===== src/logic/dbg_bus_pkg.sv =====
package dbg_bus_pkg;

  ////////////////////////////////////////
  // Strobe/ack bus
  ////////////////////////////////////////

  localparam int BUS_ADDR_LEN = 8;
  localparam int BUS_DATA_LEN = 32;

  // Done flag in bit 0 then read data
  localparam int BUS_RESULT_LEN = 1 + BUS_DATA_LEN;

  // Request lines towards the bus
  typedef struct packed {
    logic                    stb;
    logic                    we;
    logic [BUS_ADDR_LEN-1:0] addr;
    logic [BUS_DATA_LEN-1:0] wdata;
  } bus_req_t;

  ////////////////////////////////////////
  // CPU status word
  ////////////////////////////////////////

  // Stall field in low half, breakpoints in high half
  localparam int CPU_FIELD_LEN  = 16;
  localparam int CPU_STATUS_LEN = 2 * CPU_FIELD_LEN;

endpackage


===== src/logic/dbg_chain_pkg.sv =====
package dbg_chain_pkg;

  ////////////////////////////////////////
  // Main chain geometry
  ////////////////////////////////////////

  localparam int DATAREG_LEN   = 44;
  localparam int MODULE_ID_LEN = 2;
  // One select line per possible ID
  localparam int MODULE_COUNT  = 2 ** MODULE_ID_LEN;

  // Module IDs carried by a select word
  localparam logic [MODULE_ID_LEN-1:0] MODULE_BUS        = 2'd0;
  localparam logic [MODULE_ID_LEN-1:0] MODULE_CPU        = 2'd1;
  localparam logic [MODULE_ID_LEN-1:0] MODULE_RESERVED_A = 2'd2;
  localparam logic [MODULE_ID_LEN-1:0] MODULE_RESERVED_B = 2'd3;

  // Opcodes of a module command word
  typedef enum logic [2:0] {
    OP_NOP           = 3'd0,
    OP_BUS_WRITE     = 3'd1,
    OP_BUS_READ      = 3'd2,
    OP_CPU_STALL_SET = 3'd3,
    OP_CPU_STATUS    = 3'd4
  } dbg_opcode_e;

  // TAP strobes as seen by each debug module
  typedef struct packed {
    logic capture_dr;
    logic shift_dr;
    logic update_dr;
    logic tdi;
  } dbg_tap_t;

  // Select view of the chain word
  typedef struct packed {
    logic                                 select_cmd;
    logic [MODULE_ID_LEN-1:0]             module_id;
    logic [DATAREG_LEN-MODULE_ID_LEN-2:0] unused;
  } dbg_select_t;

  // Command view of the chain word
  typedef struct packed {
    logic        select_cmd;
    dbg_opcode_e opcode;
    logic [7:0]  addr;
    logic [31:0] data;
  } dbg_cmd_t;

  // Same 44 bits, two decodings
  typedef union packed {
    dbg_select_t sel;
    dbg_cmd_t    cmd;
  } dbg_word_u;

endpackage


===== src/logic/dbg_bus_module.sv =====
`timescale 1ns/1ps

module dbg_bus_module
  import dbg_chain_pkg::*;
  import dbg_bus_pkg::*;
(
  input  logic                    tck_i,
  input  logic                    tlr_i,
  input  dbg_tap_t                tap_i,
  input  dbg_word_u               chain_word_i,
  input  logic                    select_i,
  output logic                    module_tdo_o,
  output logic                    bus_inhibit_o,
  // Strobe/ack bus
  output bus_req_t                bus_req_o,
  input  logic [BUS_DATA_LEN-1:0] bus_rdata_i,
  input  logic                    bus_ack_i
);

  ////////////////////////////////////////
  // Command decode
  ////////////////////////////////////////

  dbg_cmd_t cmd;
  logic     is_bus_op;
  logic     start_access;
  logic     ack_seen;

  // Access state
  logic                          stb_q;
  logic                          done_q;
  logic [BUS_DATA_LEN-1:0]       rdata_q;
  logic                          we_q;
  logic [BUS_ADDR_LEN-1:0]       addr_q;
  logic [BUS_DATA_LEN-1:0]       wdata_q;
  logic [BUS_RESULT_LEN-1:0]     result_q;

  assign cmd = chain_word_i.cmd;

  // Only the two bus opcodes belong here
  assign is_bus_op = (cmd.opcode == OP_BUS_WRITE) || (cmd.opcode == OP_BUS_READ);

  // Accepted on Update-DR unless an access is still open
  assign start_access = tap_i.update_dr && select_i && !cmd.select_cmd &&
                        is_bus_op && !stb_q;

  // Access ends on first edge with strobe and ack
  assign ack_seen = stb_q && bus_ack_i;

  ////////////////////////////////////////
  // Access state
  ////////////////////////////////////////

  // Strobe and done flag
  always_ff @(posedge tck_i or posedge tlr_i) begin
    if (tlr_i) begin
      stb_q  <= 1'b0;
      done_q <= 1'b0;
    end else if (start_access) begin
      stb_q  <= 1'b1;
      done_q <= 1'b0;
    end else if (ack_seen) begin
      stb_q  <= 1'b0;
      done_q <= 1'b1;
    end
  end

  // Read data kept until the next read completes
  always_ff @(posedge tck_i or posedge tlr_i) begin
    if (tlr_i) begin
      rdata_q <= '0;
    end else if (ack_seen && !we_q) begin
      rdata_q <= bus_rdata_i;
    end
  end

  // Request payload, stable for the whole strobe
  always_ff @(posedge tck_i) begin
    if (start_access) begin
      we_q    <= (cmd.opcode == OP_BUS_WRITE);
      addr_q  <= cmd.addr;
      wdata_q <= cmd.data;
    end
  end

  assign bus_req_o = '{
    stb:   stb_q,
    we:    we_q,
    addr:  addr_q,
    wdata: wdata_q
  };

  // Blocks new selects while pending
  assign bus_inhibit_o = stb_q;

  ////////////////////////////////////////
  // Result shift-out
  ////////////////////////////////////////

  // Done in bit 0 and read data above it
  always_ff @(posedge tck_i or posedge tlr_i) begin
    if (tlr_i) begin
      result_q <= '0;
    end else if (select_i && tap_i.capture_dr) begin
      result_q <= {rdata_q, done_q};
    end else if (select_i && tap_i.shift_dr) begin
      result_q <= {tap_i.tdi, result_q[BUS_RESULT_LEN-1:1]};
    end
  end

  assign module_tdo_o = result_q[0];

endmodule


===== src/logic/dbg_cpu_module.sv =====
`timescale 1ns/1ps

module dbg_cpu_module
  import dbg_chain_pkg::*;
  import dbg_bus_pkg::*;
#(
  parameter int CORE_COUNT = 2
) (
  input  logic                  tck_i,
  input  logic                  tlr_i,
  input  dbg_tap_t              tap_i,
  input  dbg_word_u             chain_word_i,
  input  logic                  select_i,
  output logic                  module_tdo_o,
  // Per-core control
  output logic [CORE_COUNT-1:0] core_stall_o,
  input  logic [CORE_COUNT-1:0] core_bp_i
);

  ////////////////////////////////////////
  // Command decode
  ////////////////////////////////////////

  dbg_cmd_t cmd;
  logic     stall_write;

  assign cmd = chain_word_i.cmd;

  // Status read has no side effect
  // so only the stall write is decoded
  assign stall_write = tap_i.update_dr && select_i && !cmd.select_cmd &&
                       (cmd.opcode == OP_CPU_STALL_SET);

  ////////////////////////////////////////
  // Stall register
  ////////////////////////////////////////

  logic [CORE_COUNT-1:0] stall_q;
  logic [CORE_COUNT-1:0] stall_base;

  // Write replaces the mask, otherwise hold
  assign stall_base = stall_write ? cmd.data[CORE_COUNT-1:0] : stall_q;

  // Breakpoints always win
  // a write of 0 cannot clear a core still at its breakpoint
  always_ff @(posedge tck_i or posedge tlr_i) begin
    if (tlr_i) begin
      stall_q <= '0;
    end else begin
      stall_q <= stall_base | core_bp_i;
    end
  end

  assign core_stall_o = stall_q;

  ////////////////////////////////////////
  // Status shift-out
  ////////////////////////////////////////

  logic [CPU_STATUS_LEN-1:0] status;
  logic [CPU_STATUS_LEN-1:0] result_q;

  // Stall in low field, breakpoints in high field
  always_comb begin
    status                                = '0;
    status[CORE_COUNT-1:0]                = stall_q;
    status[CPU_FIELD_LEN +: CORE_COUNT]   = core_bp_i;
  end

  always_ff @(posedge tck_i or posedge tlr_i) begin
    if (tlr_i) begin
      result_q <= '0;
    end else if (select_i && tap_i.capture_dr) begin
      result_q <= status;
    end else if (select_i && tap_i.shift_dr) begin
      result_q <= {tap_i.tdi, result_q[CPU_STATUS_LEN-1:1]};
    end
  end

  // LSB leads on TDO
  assign module_tdo_o = result_q[0];

endmodule


===== src/logic/dbg_hub_top.sv =====
`timescale 1ns/1ps

module dbg_hub_top
  import dbg_chain_pkg::*;
  import dbg_bus_pkg::*;
#(
  parameter int CORE_COUNT = 2
) (
  input  logic                    tck_i,
  input  logic                    tlr_i,
  input  logic                    tdi_i,
  input  logic                    shift_dr_i,
  input  logic                    capture_dr_i,
  input  logic                    update_dr_i,
  input  logic                    debug_select_i,
  output logic                    tdo_o,
  // Bus master side
  output bus_req_t                bus_req_o,
  input  logic [BUS_DATA_LEN-1:0] bus_rdata_i,
  input  logic                    bus_ack_i,
  // Core control
  output logic [CORE_COUNT-1:0]   core_stall_o,
  input  logic [CORE_COUNT-1:0]   core_bp_i
);

  ////////////////////////////////////////
  // Chain and select state
  ////////////////////////////////////////

  dbg_word_u                chain_q;
  logic [MODULE_ID_LEN-1:0] module_id_q;
  logic [MODULE_COUNT-1:0]  module_sel;
  logic [MODULE_COUNT-1:0]  module_tdo;
  dbg_tap_t                 tap;
  logic                     tdo_bus;
  logic                     tdo_cpu;
  logic                     bus_inhibit;

  // Strobes only count while the debug instruction is loaded
  assign tap = '{
    capture_dr: capture_dr_i & debug_select_i,
    shift_dr:   shift_dr_i & debug_select_i,
    update_dr:  update_dr_i & debug_select_i,
    tdi:        tdi_i
  };

  // Main chain fills from the top so the word arrives LSB first
  always_ff @(posedge tck_i or posedge tlr_i) begin
    if (tlr_i) begin
      chain_q <= '0;
    end else if (tap.shift_dr) begin
      chain_q <= {tdi_i, chain_q[DATAREG_LEN-1:1]};
    end
  end

  // Module ID latch
  // held while a bus access is pending
  always_ff @(posedge tck_i or posedge tlr_i) begin
    if (tlr_i) begin
      module_id_q <= MODULE_BUS;
    end else if (tap.update_dr && chain_q.sel.select_cmd && !bus_inhibit) begin
      module_id_q <= chain_q.sel.module_id;
    end
  end

  // One-hot module select
  always_comb begin
    module_sel              = '0;
    module_sel[module_id_q] = 1'b1;
  end

  ////////////////////////////////////////
  // Debug modules
  ////////////////////////////////////////

  dbg_bus_module u_bus (
    .tck_i         (tck_i),
    .tlr_i         (tlr_i),
    .tap_i         (tap),
    .chain_word_i  (chain_q),
    .select_i      (module_sel[MODULE_BUS]),
    .module_tdo_o  (tdo_bus),
    .bus_inhibit_o (bus_inhibit),
    .bus_req_o     (bus_req_o),
    .bus_rdata_i   (bus_rdata_i),
    .bus_ack_i     (bus_ack_i)
  );

  dbg_cpu_module #(
    .CORE_COUNT (CORE_COUNT)
  ) u_cpu (
    .tck_i        (tck_i),
    .tlr_i        (tlr_i),
    .tap_i        (tap),
    .chain_word_i (chain_q),
    .select_i     (module_sel[MODULE_CPU]),
    .module_tdo_o (tdo_cpu),
    .core_stall_o (core_stall_o),
    .core_bp_i    (core_bp_i)
  );

  // Reserved slots drive nothing
  assign module_tdo[MODULE_BUS]        = tdo_bus;
  assign module_tdo[MODULE_CPU]        = tdo_cpu;
  assign module_tdo[MODULE_RESERVED_A] = 1'b0;
  assign module_tdo[MODULE_RESERVED_B] = 1'b0;

  // TDO mux by selected module
  assign tdo_o = |(module_sel & module_tdo);

endmodule


===== config.mk =====
export PLATFORM = sky130hd
export DESIGN_NAME = dbg_hub_top
export DESIGN_NICKNAME = d
export VERILOG_FILES = /design/src/logic/dbg_bus_pkg.sv /design/src/logic/dbg_chain_pkg.sv /design/src/logic/dbg_bus_module.sv /design/src/logic/dbg_cpu_module.sv /design/src/logic/dbg_hub_top.sv
export SDC_FILE = /design/constraint.sdc
export NUM_CORES = 1
export LEC_CHECK = 0
export ABC_CLOCK_PERIOD_IN_PS = 5470
export BUFFER_PORTS_ARGS = -buffer_cell sky130_fd_sc_hd__buf_2
export CAP_MARGIN = 15
export CORE_MARGIN = 1
export CORE_UTILIZATION = 55
export DETAILED_ROUTE_END_ITERATION = 8
export PLACE_DENSITY = 0.76
export SLEW_MARGIN = 20
export SYNTH_ARGS = -nofsm -noshare
export SYNTH_HDL_FRONTEND = slang
export SYNTH_SLANG_ARGS = --single-unit

===== constraint.sdc =====
create_clock -name tck_i -period 5.47 [get_ports tck_i]
set_input_delay 1.094 -clock tck_i [delete_from_list [all_inputs] [get_ports tck_i]]
set_output_delay 1.094 -clock tck_i [all_outputs]
set_load 0.1 [all_outputs]

* Word-level counts from Yosys, hierarchy flattened
Index checks and enable logic that the tools add are counted. W data, S select, Z words.
Cells by class: order comparisons 2, eq/ne operators 3, muxes and demuxes 11, bitwise logic cells 5, reduce and logical (&&, ||, !) cells 24
Operators by type and width (number):
- $mux W33 | 2
- $mux W32 | 2
- $logic_and A1 B1 Y1 | 16
- $eq A3 B2 Y1 const B | 2
- $reduce_bool A2 Y1 | 3
- $mux W1 | 5
- $and A4 B2 Y4 | 1
- $reduce_or A4 Y1 | 1
- $and A1 B1 Y1 | 3
- $eq A3 B1 Y1 const B | 1
- $logic_not A1 Y1 | 3
- $lt A2 B3 Y1 const B | 1
- $demux W1 S2 | 1
- $ge A2 B1 Y1 const B | 1
- $mux W2 | 1
- $or A2 B2 Y2 | 1
- $logic_or A1 B1 Y1 | 1
Storage, ports and cells: bits in registers 188, input port bits 42, output and inout port bits 45, word-level logic and storage cells 56

* Longest topological paths before layout
Gate-level depths: netlist of run 1.
depth after elaboration 9, gate-level depth with buffers 6, mapped depth without buffers 3

* Hierarchy
A second synthesis of run 1 with hierarchy kept.
Unflattened totals: cell total of the unflattened synthesis 528, area, all modules 7677.4 µm²
By module, submodules not included:
- dbg_bus_module | times used 1, cells each 267, area each 4220.3 µm², seq. area each 2907.8 µm²
- dbg_hub_top | times used 1, cells each 106, area each 1924.3 µm², seq. area each 1151.1 µm²
- dbg_cpu_module | times used 1, cells each 155, area each 1532.7 µm², seq. area each 850.8 µm²

* Worst setup path before layout of run 1
OpenSTA, ideal clock, no wires.
kind reg2out, start point reg module_id_q[0], end point out tdo_o, data arrival time 1.850 ns, data required time 4.376 ns, setup slack 2.526 ns, cell stages (with the launch flop) 4, path buffers 1, cells stage by stage dfrtp_1 buf_2 mux2i_1 nor2_1
On the way: word-level cells in the longest chain between the ends 6, elaborated cells between the ends (all ways) 7, classes of those cells order compare: 2; mux: 2; bitwise: 1; reduce/logical: 2
RTL lines:
- from (decl) | RTL line dbg_hub_top.sv:31 | logic [MODULE_ID_LEN-1:0] module_id_q;
- from (signal assigned) | RTL line dbg_hub_top.sv:62 | module_id_q <= chain_q.sel.module_id;
- $lt A2 B3 Y1 (implied by the code) or $ge A2 B1 Y1 (tied branches) | RTL line dbg_hub_top.sv:69 | module_sel[module_id_q] = 1'b1;
- $logic_and A1 B1 Y1 (implied by the code) | RTL line dbg_hub_top.sv:69
- $mux W1 (implied by the code) | RTL line dbg_hub_top.sv:69
- $demux W1 S2 * | RTL line dbg_hub_top.sv:69
- $and A4 B2 Y4 * | RTL line dbg_hub_top.sv:109 | assign tdo_o = |(module_sel & module_tdo);
- $reduce_or A4 Y1 * | RTL line dbg_hub_top.sv:109
- to (decl) | RTL line dbg_hub_top.sv:16 | output logic tdo_o,
Mark *: on every way between the ends. The rest lies on a longest branch, timed or not.

* Worst setup path in the final report of run 1
Ends and elaborated chain as after synthesis.

==> qor.csv, run 1 <==
stage;metric;value;unit
clock_network;Gates resized, CTS repair;0;
routing;number of DRC violations after detailed-routing iteration 0;393;
hold_path;origin of the worst min-delay path;chain_q[22];
sta;Total Neg Setup Slack;0;ns
die;floorplan row count;41;
hold_path;Tightest Hold Check Type;register to register;
finish;most common cell after layout, fill and taps aside;dfrtp_1;
critical_path;launching instance or port of the critical path;module_id_q[0];
finish;highest-count cells in the layout ignoring fill and taps;147 x dfrtp_1, 86 x buf_2, 78 x mux2_2;
synth;count of distinct cell types in the synthesized netlist;33;
clock_network;TritonCTS Sinks;188;
power_and_ir_drop;total power per unit cell area;446;nW/um^2
sta;Clock Skew;0.00521;ns
sta;ratio of final minimum period to clock period;49.4;%
critical_path;FF-to-FF path depth;3;
global_routing;initial antenna violation count;0;
critical_path;worst flop-to-flop path startpoint;module_id_q[1];
clock_network;CTS H-tree lvls;4;
sta;worst setup slack after layout;2.77;ns
sta;Final Hold Vio Count;0;
clock_network;buffers inserted by post-CTS timing repair;0;
sta;setup violation total in the final timing report;0;
routing;final routed wire length divided by cell count;15.6;microns
synth;Warnings, synthesis;0;
finish;count of placed standard cells in the final layout, fillers left out;742;
synth;Post-synth EDFFs;41;
placement;setup slack after placement;2.30;ns
synth;Avg Synthesized Cell Area;14.9;sq um
critical_path;data arrival time of the critical path;1.61;ns
sta;Worst Max-Slew Pin Slew;0.989;ns
die;starting density of the core;56.5;%
finish;Area Growth Syn to Fin;15.5;%
synth;fraction of the yosys area taken by sequential cells;68.8;%
routing;first-pass iteration count of the detailed router;4;
synth;Synth Net Count;522;
clock_network;insertion delay of the later-clocked pin in the worst-skew pair;0.42;ns
sta;Final Critical Period;2.70;ns
power_and_ir_drop;Peak supply drop;0.000206;V
critical_path;crit path launch type;register;
status;outcome;finished, final reports clean;
sta;Fin Hold WS;0.469;ns
placement;placed instance count;710;
synth;#FFs+latches synth;188;
clock_network;Reg clk slew, reported paths;0.06;ns
routing;post-route ant nets;0;
placement;count of buffers inserted at the top-level ports;86;
critical_path;Critical Path RT;4.38;ns
global_routing;maximum number of pins on one net before global-route repair;117;
clock_network;cell at the root of the clock tree;clkbuf_16;
finish;Layout Nets;599;
clock_network;largest buffer count on any clock path;2;
sta;number of pins with negative max-slew slack in the final report;0;
synth;instance count of the mapped netlist;480;
routing;number of vias per cell;5.47;
clock_network;CTS Buf Count;17;
critical_path;kind of capture point of the worst setup path;primary output;
power_and_ir_drop;Leakage;3.76;nW
hold_path;Cells on Worst Hold Path;0;
die;number of top-level pins;87;
placement;hpwl dp;7.30;mm
sta;fmax;370;MHz
global_routing;global-route wire length before repair;19.6;mm
routing;number of vias after detailed routing;4061;
die;Die Span X;116;microns
clock_network;hold buffer count at cts;0;
synth;share of async-settable or async-resettable flops after synthesis;78.2;%
die;Core Box Area;12600;sq um
sta;tightest slew margin relative to the limit;34.1;%
placement;GP Congestion;0.753;
die;die area;13400;sq um
global_routing;remaining global-route overflow;0;
critical_path;crit path kind;register to primary output;
clock_network;CTS tree;built;
global_routing;number of global-route vias before repair;4061;
finish;share of cells above drive strength 1;34.7;%
die;die outline height;116;microns
critical_path;critical-path maximum fanout;8;
flow_run;number of max-cap violations;0;
finish;Antenna diodes;0;
global_routing;global routing usage summed across all routing layers;19.4;%
routing;total wirelength of the detailed-routed design;11.6;mm
sta;setup repair after global routing missed its margin;no;
routing;drc violations;0;
synth;summed instance area of the synthesized netlist;7140;sq um
synth;most instantiated flip-flop cell in the synthesis netlist;dfrtp_1;
## cells in the mapped netlist (2+ instances only)
library cell,number,area share [%]
dfrtp_1,147,52
mux2_2,78,12
o21ai_0,42,2.9
edfxtp_1,41,17
a221o_1,33,4.6
and2_1,33,2.9
nand2_1,26,1.4
buf_2,14,0.98
clkbuf_1,12,0.63
a22o_1,6,0.74
nor2_1,6,0.32
o21ai_1,5,0.35
a22oi_1,4,0.42
o2bb2ai_1,4,0.49
buf_6,3,0.47
inv_1,3,0.16
mux2i_1,3,0.42
buf_4,2,0.21
nand2b_1,2,0.18
nand3b_1,2,0.21
nor4_1,2,0.18
## state kept, by name (all words and copies together), names as in the netlist
name                 flops
u_bus.result_q          33
u_bus.addr_q             8
chain_q                 44
u_bus.bus_inhibit_o      1
module_id_q              2
u_bus.wdata_q           32
u_bus.we_q               1
u_cpu.result_q          32
u_cpu.core_stall_o       2
u_bus.rdata_q           32
u_bus.done_q             1
## final cells by class
| type | count | area (sq um) |
|---|---|---|
| Clock buffer | 23 | 458 |
| Tap cell | 172 | 215 |
| Timing Repair Buffer | 90 | 468 |
| Clock inverter | 9 | 120 |
| Fill cell | 933 | 4380 |
| Sequential cell | 188 | 4910 |
| Multi-Input combinational cell | 257 | 2060 |
| Inverter | 3 | 16.3 |
## where the power goes
part	internal [mW]	switching, mW	total (mW)
registers	1.72	0.179	1.90
logic	0.264	0.301	0.565
clock network	0.726	0.485	1.21
total	2.71	0.965	3.68
## per-layer routing
| layer | vias to the layer above | share of wire, % | global-route usage (%) |
|---|---|---|---|
| met1 | 2021 | 45 | 25.6 |
| met2 | 112 | 48 | 30.8 |
| met5 | - | 0 | 0 |
| li1 | 1911 | - | - |
| met3 | 17 | 4.9 | 5.39 |
| met4 | 0 | 1.5 | 7.69 |
## through the flow
| stage | area [sq um] | utilization (%) | power (mW) |
|---|---|---|---|
| floorplan | 7140 | - | 2.43 |
| global placement | 7650 | 60.6 | 2.46 |
| detailed placement | 7660 | 60.7 | 2.50 |
| CTS | 8240 | 65.3 | 3.71 |
| global route | 8240 | 65.3 | 3.85 |
| finish | 8240 | 65.3 | 3.68 |
## critical path: stages, from the launching register on
cell and delay, ns:
dfrtp_1 0.46, mux2i_1 0.15, nor2_1 0.13, buf_2 0.45
## cell families after synthesis
group                     count (synthesis)  synth area share, %
DFF                                     188                 68.8
muxes                                    81                 12.7
and+or+nand+nor                          81                 6.26
AOI/OAI and AO/OA                        94                 9.57
xor gates and xnor gates                  1                0.123
buffers and inverters                    35                 2.51
## path summary, 6_finish.rpt
path                                      end  slack (ns)
min                         u_bus.wdata_q[22]        0.47
min in group asynchronous         chain_q[30]        0.89
max                                     tdo_o        2.77
max reg2reg                u_cpu.result_q[22]        3.06
max in group asynchronous  u_cpu.result_q[13]        3.58
min reg2reg                 u_bus.wdata_q[22]        0.47
(Power assumes the default switching activity.)
==> run 2: changes to the inputs <==
--- a/config.mk
+++ b/config.mk
@@ -5,7 +5,8 @@
 export SDC_FILE = /design/constraint.sdc
 export NUM_CORES = 1
 export LEC_CHECK = 0
-export ABC_CLOCK_PERIOD_IN_PS = 5470
+export ABC_AREA = 1
+export ABC_CLOCK_PERIOD_IN_PS = 2790
 export BUFFER_PORTS_ARGS = -buffer_cell sky130_fd_sc_hd__buf_2
 export CAP_MARGIN = 15
 export CORE_MARGIN = 1
==> constraint.sdc (replaced) <==
create_clock -name tck_i -period 2.79 [get_ports tck_i]
set_input_delay 0.558 -clock tck_i [delete_from_list [all_inputs] [get_ports tck_i]]
set_output_delay 0.558 -clock tck_i [all_outputs]
set_load 0.1 [all_outputs]
==> run 2 against run 1 <==
Critical path depth is 2 higher; area after synthesis is 5.5% higher; synthesized cell count is 70% higher; critical endpoint unchanged; largest power group unchanged; highest routed layer unchanged.
==> qor.csv, run 2 <==
stage;metric;value;unit
status;outcome;finished, final reports clean;
die;number of top-level pins;87;
sta;tightest slew margin relative to the limit;49.1;%
placement;placed instance count;1051;
finish;flip-flop count of the largest register, all copies and words added;44;
sta;setup violation total in the final timing report;0;
power_and_ir_drop;Peak supply drop;0.000623;V
critical_path;kind of capture point of the worst setup path;primary output;
die;floorplan row count;42;
finish;count of placed standard cells in the final layout, fillers left out;1082;
synth;#FFs+latches synth;188;
clock_network;buffers inserted by post-CTS timing repair;0;
synth;most instantiated flip-flop cell in the synthesis netlist;dfrtp_1;
critical_path;FF-to-FF path depth;6;
power_and_ir_drop;total power per unit cell area;856;nW/um^2
sta;Total Neg Setup Slack;0;ns
routing;drc violations;0;
synth;portion of synthesized cell area occupied by the leading cell type;48.9;%
routing;final routed wire length divided by cell count;13.0;microns
clock_network;Reg clk slew, reported paths;0.06;ns
routing;total wirelength of the detailed-routed design;14.1;mm
die;Die Span X;119;microns
critical_path;reg-to-reg endpoint;u_bus.addr_q[3];
finish;share of cells above drive strength 1;15.3;%
synth;Warnings, synthesis;0;
critical_path;crit path kind;register to primary output;
clock_network;largest buffer count on any clock path;2;
flow_run;number of max-cap violations;0;
hold_path;end point of the worst hold path;u_bus.rdata_q[25];
routing;number of vias after detailed routing;5306;
global_routing;remaining global-route overflow;0;
clock_network;cell at the root of the clock tree;clkbuf_16;
routing;number of DRC violations after detailed-routing iteration 0;416;
sta;Final Critical Period;2.25;ns
finish;Area Growth Syn to Fin;14.8;%
routing;number of vias per cell;4.90;
critical_path;Critical Path RT;2.23;ns
die;die area;14200;sq um
die;starting density of the core;56.6;%
clock_network;CTS tree;built;
global_routing;initial antenna violation count;0;
global_routing;global routing usage summed across all routing layers;21.8;%
placement;count of buffers inserted at the top-level ports;86;
finish;register name with the most flops;chain_q;
clock_network;hold buffer count at cts;0;
hold_path;Tightest Hold Check Type;input port to register;
clock_network;TritonCTS Sinks;188;
sta;Worst Max-Slew Pin Slew;0.764;ns
synth;fraction of the mapped netlist area in compound gates;5.07;%
sta;number of pins with negative max-slew slack in the final report;0;
clock_network;CTS Buf Count;17;
synth;fraction of the yosys area taken by sequential cells;65.2;%
synth;count of distinct cell types in the synthesized netlist;21;
critical_path;R2R setup slack;0.95;ns
synth;leading area contributor after synthesis;dfrtp_1;
global_routing;number of global-route vias before repair;4963;
clock_network;Gates resized, CTS repair;0;
die;die outline height;119;microns
hold_path;Cells on Worst Hold Path;3;
synth;most frequent cell after synthesis;nand2_1;
finish;most common cell after layout, fill and taps aside;nand2_1;
clock_network;CTS H-tree lvls;4;
finish;highest-count cells in the layout ignoring fill and taps;338 x nand2_1, 147 x dfrtp_1, 86 x buf_2;
sta;setup repair after global routing missed its margin;no;
synth;instance count of the mapped netlist;818;
critical_path;critical-path maximum fanout;5;
critical_path;crit path launch type;register;
synth;Synth top cells by count;338 x nand2_1, 147 x dfrtp_1, 84 x inv_1;
synth;summed instance area of the synthesized netlist;7530;sq um
synth;Post-synth EDFFs;41;
die;Core Box Area;13300;sq um
synth;share of async-settable or async-resettable flops after synthesis;78.2;%
finish;largest registers;chain_q x44, u_bus.result_q x33;
global_routing;global-route wire length before repair;23.9;mm
finish;Antenna diodes;0;
critical_path;worst flop-to-flop path startpoint;module_id_q[0];
routing;post-route ant nets;0;
sta;ratio of final minimum period to clock period;80.6;%
synth;top area cells in the synthesized netlist;dfrtp_1 49%, nand2_1 17%, edfxtp_1 16%;
synth;share of the synthesized netlist area taken by xor and xnor gates;0;%
hold_path;origin of the worst min-delay path;bus_rdata_i[25];
placement;GP Congestion;0.764;
sta;Clock Skew;0.00857;ns
clock_network;insertion delay of the later-clocked pin in the worst-skew pair;0.43;ns
synth;largest family of logic cells by synthesized area;simple AND/OR/NAND/NOR gates;
synth;Synth Net Count;860;
placement;hpwl dp;8.57;mm
synth;portion of netlist area occupied by mux cells;0;%
global_routing;maximum number of pins on one net before global-route repair;148;
sta;Final Hold Vio Count;0;
synth;Synth Area in Adders;0;%
critical_path;data arrival time of the critical path;1.69;ns
finish;Layout Nets;936;
synth;Avg Synthesized Cell Area;9.20;sq um
routing;first-pass iteration count of the detailed router;5;
sta;fmax;445;MHz
power_and_ir_drop;Leakage;4.50;nW
synth;Simple-Gate Fraction of Synth Area;22.4;%
[run 2: cell count changes in the layout (fill, tap and decap cells not counted), sizes merged, moves of 11 or more]
cell | previous run | this run
a21oi | 0 | 34
a221o | 33 | 0
and2 | 33 | 0
inv | 2 | 88
mux2 | 78 | 0
nand2 | 26 | 342
nand3 | 1 | 38
nor2 | 7 | 50
o21ai | 47 | 36
[run 2: routing by layer]
metal / track usage [%] / part of all wire [%]
met3: 5.80 / 5.7
met5: 0 / 0
met4: 7.20 / 1.4
met1: 30.7 / 46
met2: 33.0 / 47
[run 2: report_power, final]
| group | internal, mW | switching (mW) |
|---|---|---|
| Combinational | 0.440 | 0.954 |
| Clock | 1.40 | 0.986 |
| Sequential | 3.36 | 0.252 |
| Total | 5.20 | 2.19 |
[run 2: cell type report]
cell class              count  area (sq um)
fillers                  1055          4650
clock inverters            11           143
repair buffers             96           531
well taps                 176           220
multi-input cells         503          2070
flip-flops and latches    188          4910
inverters                  88           334
clock buffers              20           437
[run 2: critical path: stages (launching register included)]
cell	delay (ns)
dfrtp_1	0.40
inv_1	0.06
nand2_1	0.09
inv_2	0.13
a22o_1	0.15
buf_2	0.43
[run 2: cells by family after synthesis]
family | count (synthesis)
AOI/OAI and AO/OA | 71
buffers and inverters | 127
DFF | 188
and+or+nand+nor | 432
[run 2: stage by stage]
stage | hold WS, ns | instance area, sq um | power, mW | utilization, % | setup WS, ns
after floorplan | 0.447 | 7530 | 4.76 | - | 0.385
after global placement | 0.454 | 8060 | 4.99 | 60.6 | 0.692
after detailed placement | 0.460 | 8060 | 5.05 | 60.6 | 0.637
after CTS | 0.353 | 8640 | 7.46 | 65.0 | 0.524
after global routing | 0.367 | 8640 | 7.81 | 65.0 | 0.453
final | 0.372 | 8640 | 7.39 | 65.0 | 0.542
[run 2: how the worst max path moves through the flow]
stage	startpoint	end	cells after the start	slack [ns]
finish	module_id_q[1]	tdo_o	5	0.54
global route	module_id_q[1]	tdo_o	5	0.45
CTS	module_id_q[1]	tdo_o	5	0.52
detailed placement	debug_select_i	chain_q[16]	6	0.64
global placement	debug_select_i	u_bus.result_q[1]	7	0.69
floorplan	tlr_i	chain_q[0]	1	0.38
==> run 3: changes to the inputs <==
--- a/config.mk
+++ b/config.mk
@@ -6,13 +6,13 @@
 export NUM_CORES = 1
 export LEC_CHECK = 0
 export ABC_AREA = 1
-export ABC_CLOCK_PERIOD_IN_PS = 2790
+export ABC_CLOCK_PERIOD_IN_PS = 1950
 export BUFFER_PORTS_ARGS = -buffer_cell sky130_fd_sc_hd__buf_2
 export CAP_MARGIN = 15
 export CORE_MARGIN = 1
-export CORE_UTILIZATION = 55
+export CORE_UTILIZATION = 52
 export DETAILED_ROUTE_END_ITERATION = 8
-export PLACE_DENSITY = 0.76
+export PLACE_DENSITY = 0.75
 export SLEW_MARGIN = 20
 export SYNTH_ARGS = -nofsm -noshare
 export SYNTH_HDL_FRONTEND = slang
==> constraint.sdc (replaced) <==
create_clock -name tck_i -period 1.95 [get_ports tck_i]
set_input_delay 0.39 -clock tck_i [delete_from_list [all_inputs] [get_ports tck_i]]
set_output_delay 0.39 -clock tck_i [all_outputs]
set_load 0.1 [all_outputs]
==> run 3 against run 2 <==
Worst hold slack worse by 0.30 ns; sequential power is 43% higher; final cell count is 0.92% higher; power is 45% higher; final area grew 1.3%; worst setup slack worse by 0.45 ns; count of clock-buffer cells in the layout down 2; via count grew 0.98%; combinational power rose by 48%; highest routed layer unchanged.
==> qor.csv, run 3 (synthesis results as in run 2) <==
stage;metric;value;unit
status;outcome;finished, final reports clean;
finish;Util after Layout;62.6;%
die;Core Box Area;14000;sq um
critical_path;crit path launch type;register;
sta;Clock Skew;0.00834;ns
finish;Layout Nets;941;
routing;total wirelength of the detailed-routed design;14.3;mm
global_routing;global-route wire length before repair;24.0;mm
sta;Final Critical Period;1.85;ns
clock_network;buffers inserted by post-CTS timing repair;0;
clock_network;Gates resized, CTS repair;0;
finish;register name with the most flops;chain_q;
clock_network;CTS tree;built;
routing;number of vias per cell;4.91;
placement;setup slack after placement;0.308;ns
sta;Total Neg Setup Slack;0;ns
sta;Worst Max-Slew Pin Slew;0.568;ns
global_routing;number of global-route vias before repair;5035;
placement;count of buffers inserted at the top-level ports;86;
die;starting density of the core;53.8;%
routing;number of vias after detailed routing;5358;
sta;tightest slew margin relative to the limit;62.1;%
flow_run;number of max-cap violations;0;
finish;most common cell after layout, fill and taps aside;nand2_1;
finish;highest-count cells in the layout ignoring fill and taps;338 x nand2_1, 147 x dfrtp_1, 85 x buf_2;
critical_path;kind of capture point of the worst setup path;primary output;
critical_path;data arrival time of the critical path;1.46;ns
finish;largest registers;chain_q x44, u_bus.result_q x33;
critical_path;Critical Path RT;1.56;ns
die;Die Span X;122;microns
placement;post-place instance area;8160;sq um
placement;hpwl dp;8.92;mm
finish;share of cells above drive strength 1;16.2;%
sta;ratio of final minimum period to clock period;95.0;%
global_routing;remaining global-route overflow;0;
routing;final routed wire length divided by cell count;13.1;microns
finish;area used by multi-input combinational logic;2070;sq um
die;number of top-level pins;87;
clock_network;TritonCTS Sinks;188;
routing;first-pass iteration count of the detailed router;4;
routing;post-route ant nets;0;
placement;GP Congestion;0.763;
sta;worst setup slack after layout;0.0968;ns
sta;fmax;540;MHz
power_and_ir_drop;total power per unit cell area;1220;nW/um^2
critical_path;R2R setup slack;0.36;ns
hold_path;Tightest Hold Check Type;input port to asynchronous set/reset pin;
global_routing;global routing usage summed across all routing layers;20.9;%
clock_network;hold buffer count at cts;0;
finish;post-route design area;8760;sq um
clock_network;CTS H-tree lvls;4;
global_routing;initial antenna violation count;0;
clock_network;cell at the root of the clock tree;clkbuf_16;
critical_path;critical-path maximum fanout;5;
routing;number of DRC violations after detailed-routing iteration 0;452;
clock_network;Reg clk slew, reported paths;0.07;ns
die;die area;15000;sq um
sta;Fin Hold WS;0.0690;ns
finish;area occupied by registers;4910;sq um
clock_network;largest buffer count on any clock path;2;
finish;Antenna diodes;0;
die;die outline height;122;microns
power_and_ir_drop;Peak supply drop;0.000771;V
power_and_ir_drop;Leakage;4.53;nW
finish;flip-flop count of the largest register, all copies and words added;44;
sta;number of pins with negative max-slew slack in the final report;0;
power_and_ir_drop;total power;10.7;mW
critical_path;crit path kind;register to primary output;
global_routing;maximum number of pins on one net before global-route repair;93;
clock_network;CTS Buf Count;17;
sta;setup violation total in the final timing report;0;
sta;Final Hold Vio Count;0;
clock_network;insertion delay of the later-clocked pin in the worst-skew pair;0.43;ns
die;floorplan row count;43;
sta;setup repair after global routing missed its margin;no;
finish;Area Growth Syn to Fin;16.3;%
placement;placed instance count;1060;
finish;count of placed standard cells in the final layout, fillers left out;1092;
routing;drc violations;0;
finish;fill count;1157;
[run 3: cell type report]
| type | instances | share of cell area [%] |
|---|---|---|
| Multi-Input combinational cell | 503 | 23.6 |
| Clock inverter | 14 | 1.80 |
| Tap cell | 180 | 2.57 |
| Timing Repair Buffer | 101 | 7.09 |
| Clock buffer | 18 | 5.01 |
| Inverter | 88 | 3.86 |
| Sequential cell | 188 | 56.1 |
[run 3: where the power goes]
group	internal (mW)	switching [mW]	leakage, nW	total [mW]
clock network	1.95	1.51	0.280	3.46
logic	0.690	1.37	2.01	2.06
registers	4.80	0.376	2.24	5.18
[run 3: critical path, stage by stage, from the launching register on]
cell and delay (ns):
dfrtp_1 0.40, inv_1 0.06, nand2_1 0.09, inv_2 0.11
a22o_1 0.18, buf_12 0.19
[run 3: final timing paths]
path,cells past startpoint,end,startpoint
max,5,tdo_o,module_id_q[1]
min,3,u_bus.rdata_q[3],tlr_i
max in group asynchronous,3,u_cpu.result_q[24],tlr_i
max reg2reg,6,u_bus.wdata_q[2],module_id_q[0]
min in group tck_i,3,u_bus.rdata_q[28],bus_rdata_i[28]
min reg2reg,0,u_bus.addr_q[5],chain_q[37]
[run 3: per-layer routing]
layer / part of all wire, % / up-vias / track usage [%] / routed length, microns
met5: 0 / - / 0 / 0
met4: 2.4 / 0 / 9.15 / 337
li1: - / 2672 / - / -
met2: 45 / 118 / 30.8 / 6400
met1: 49 / 2546 / 29.9 / 6940
met3: 4.3 / 22 / 4.65 / 613
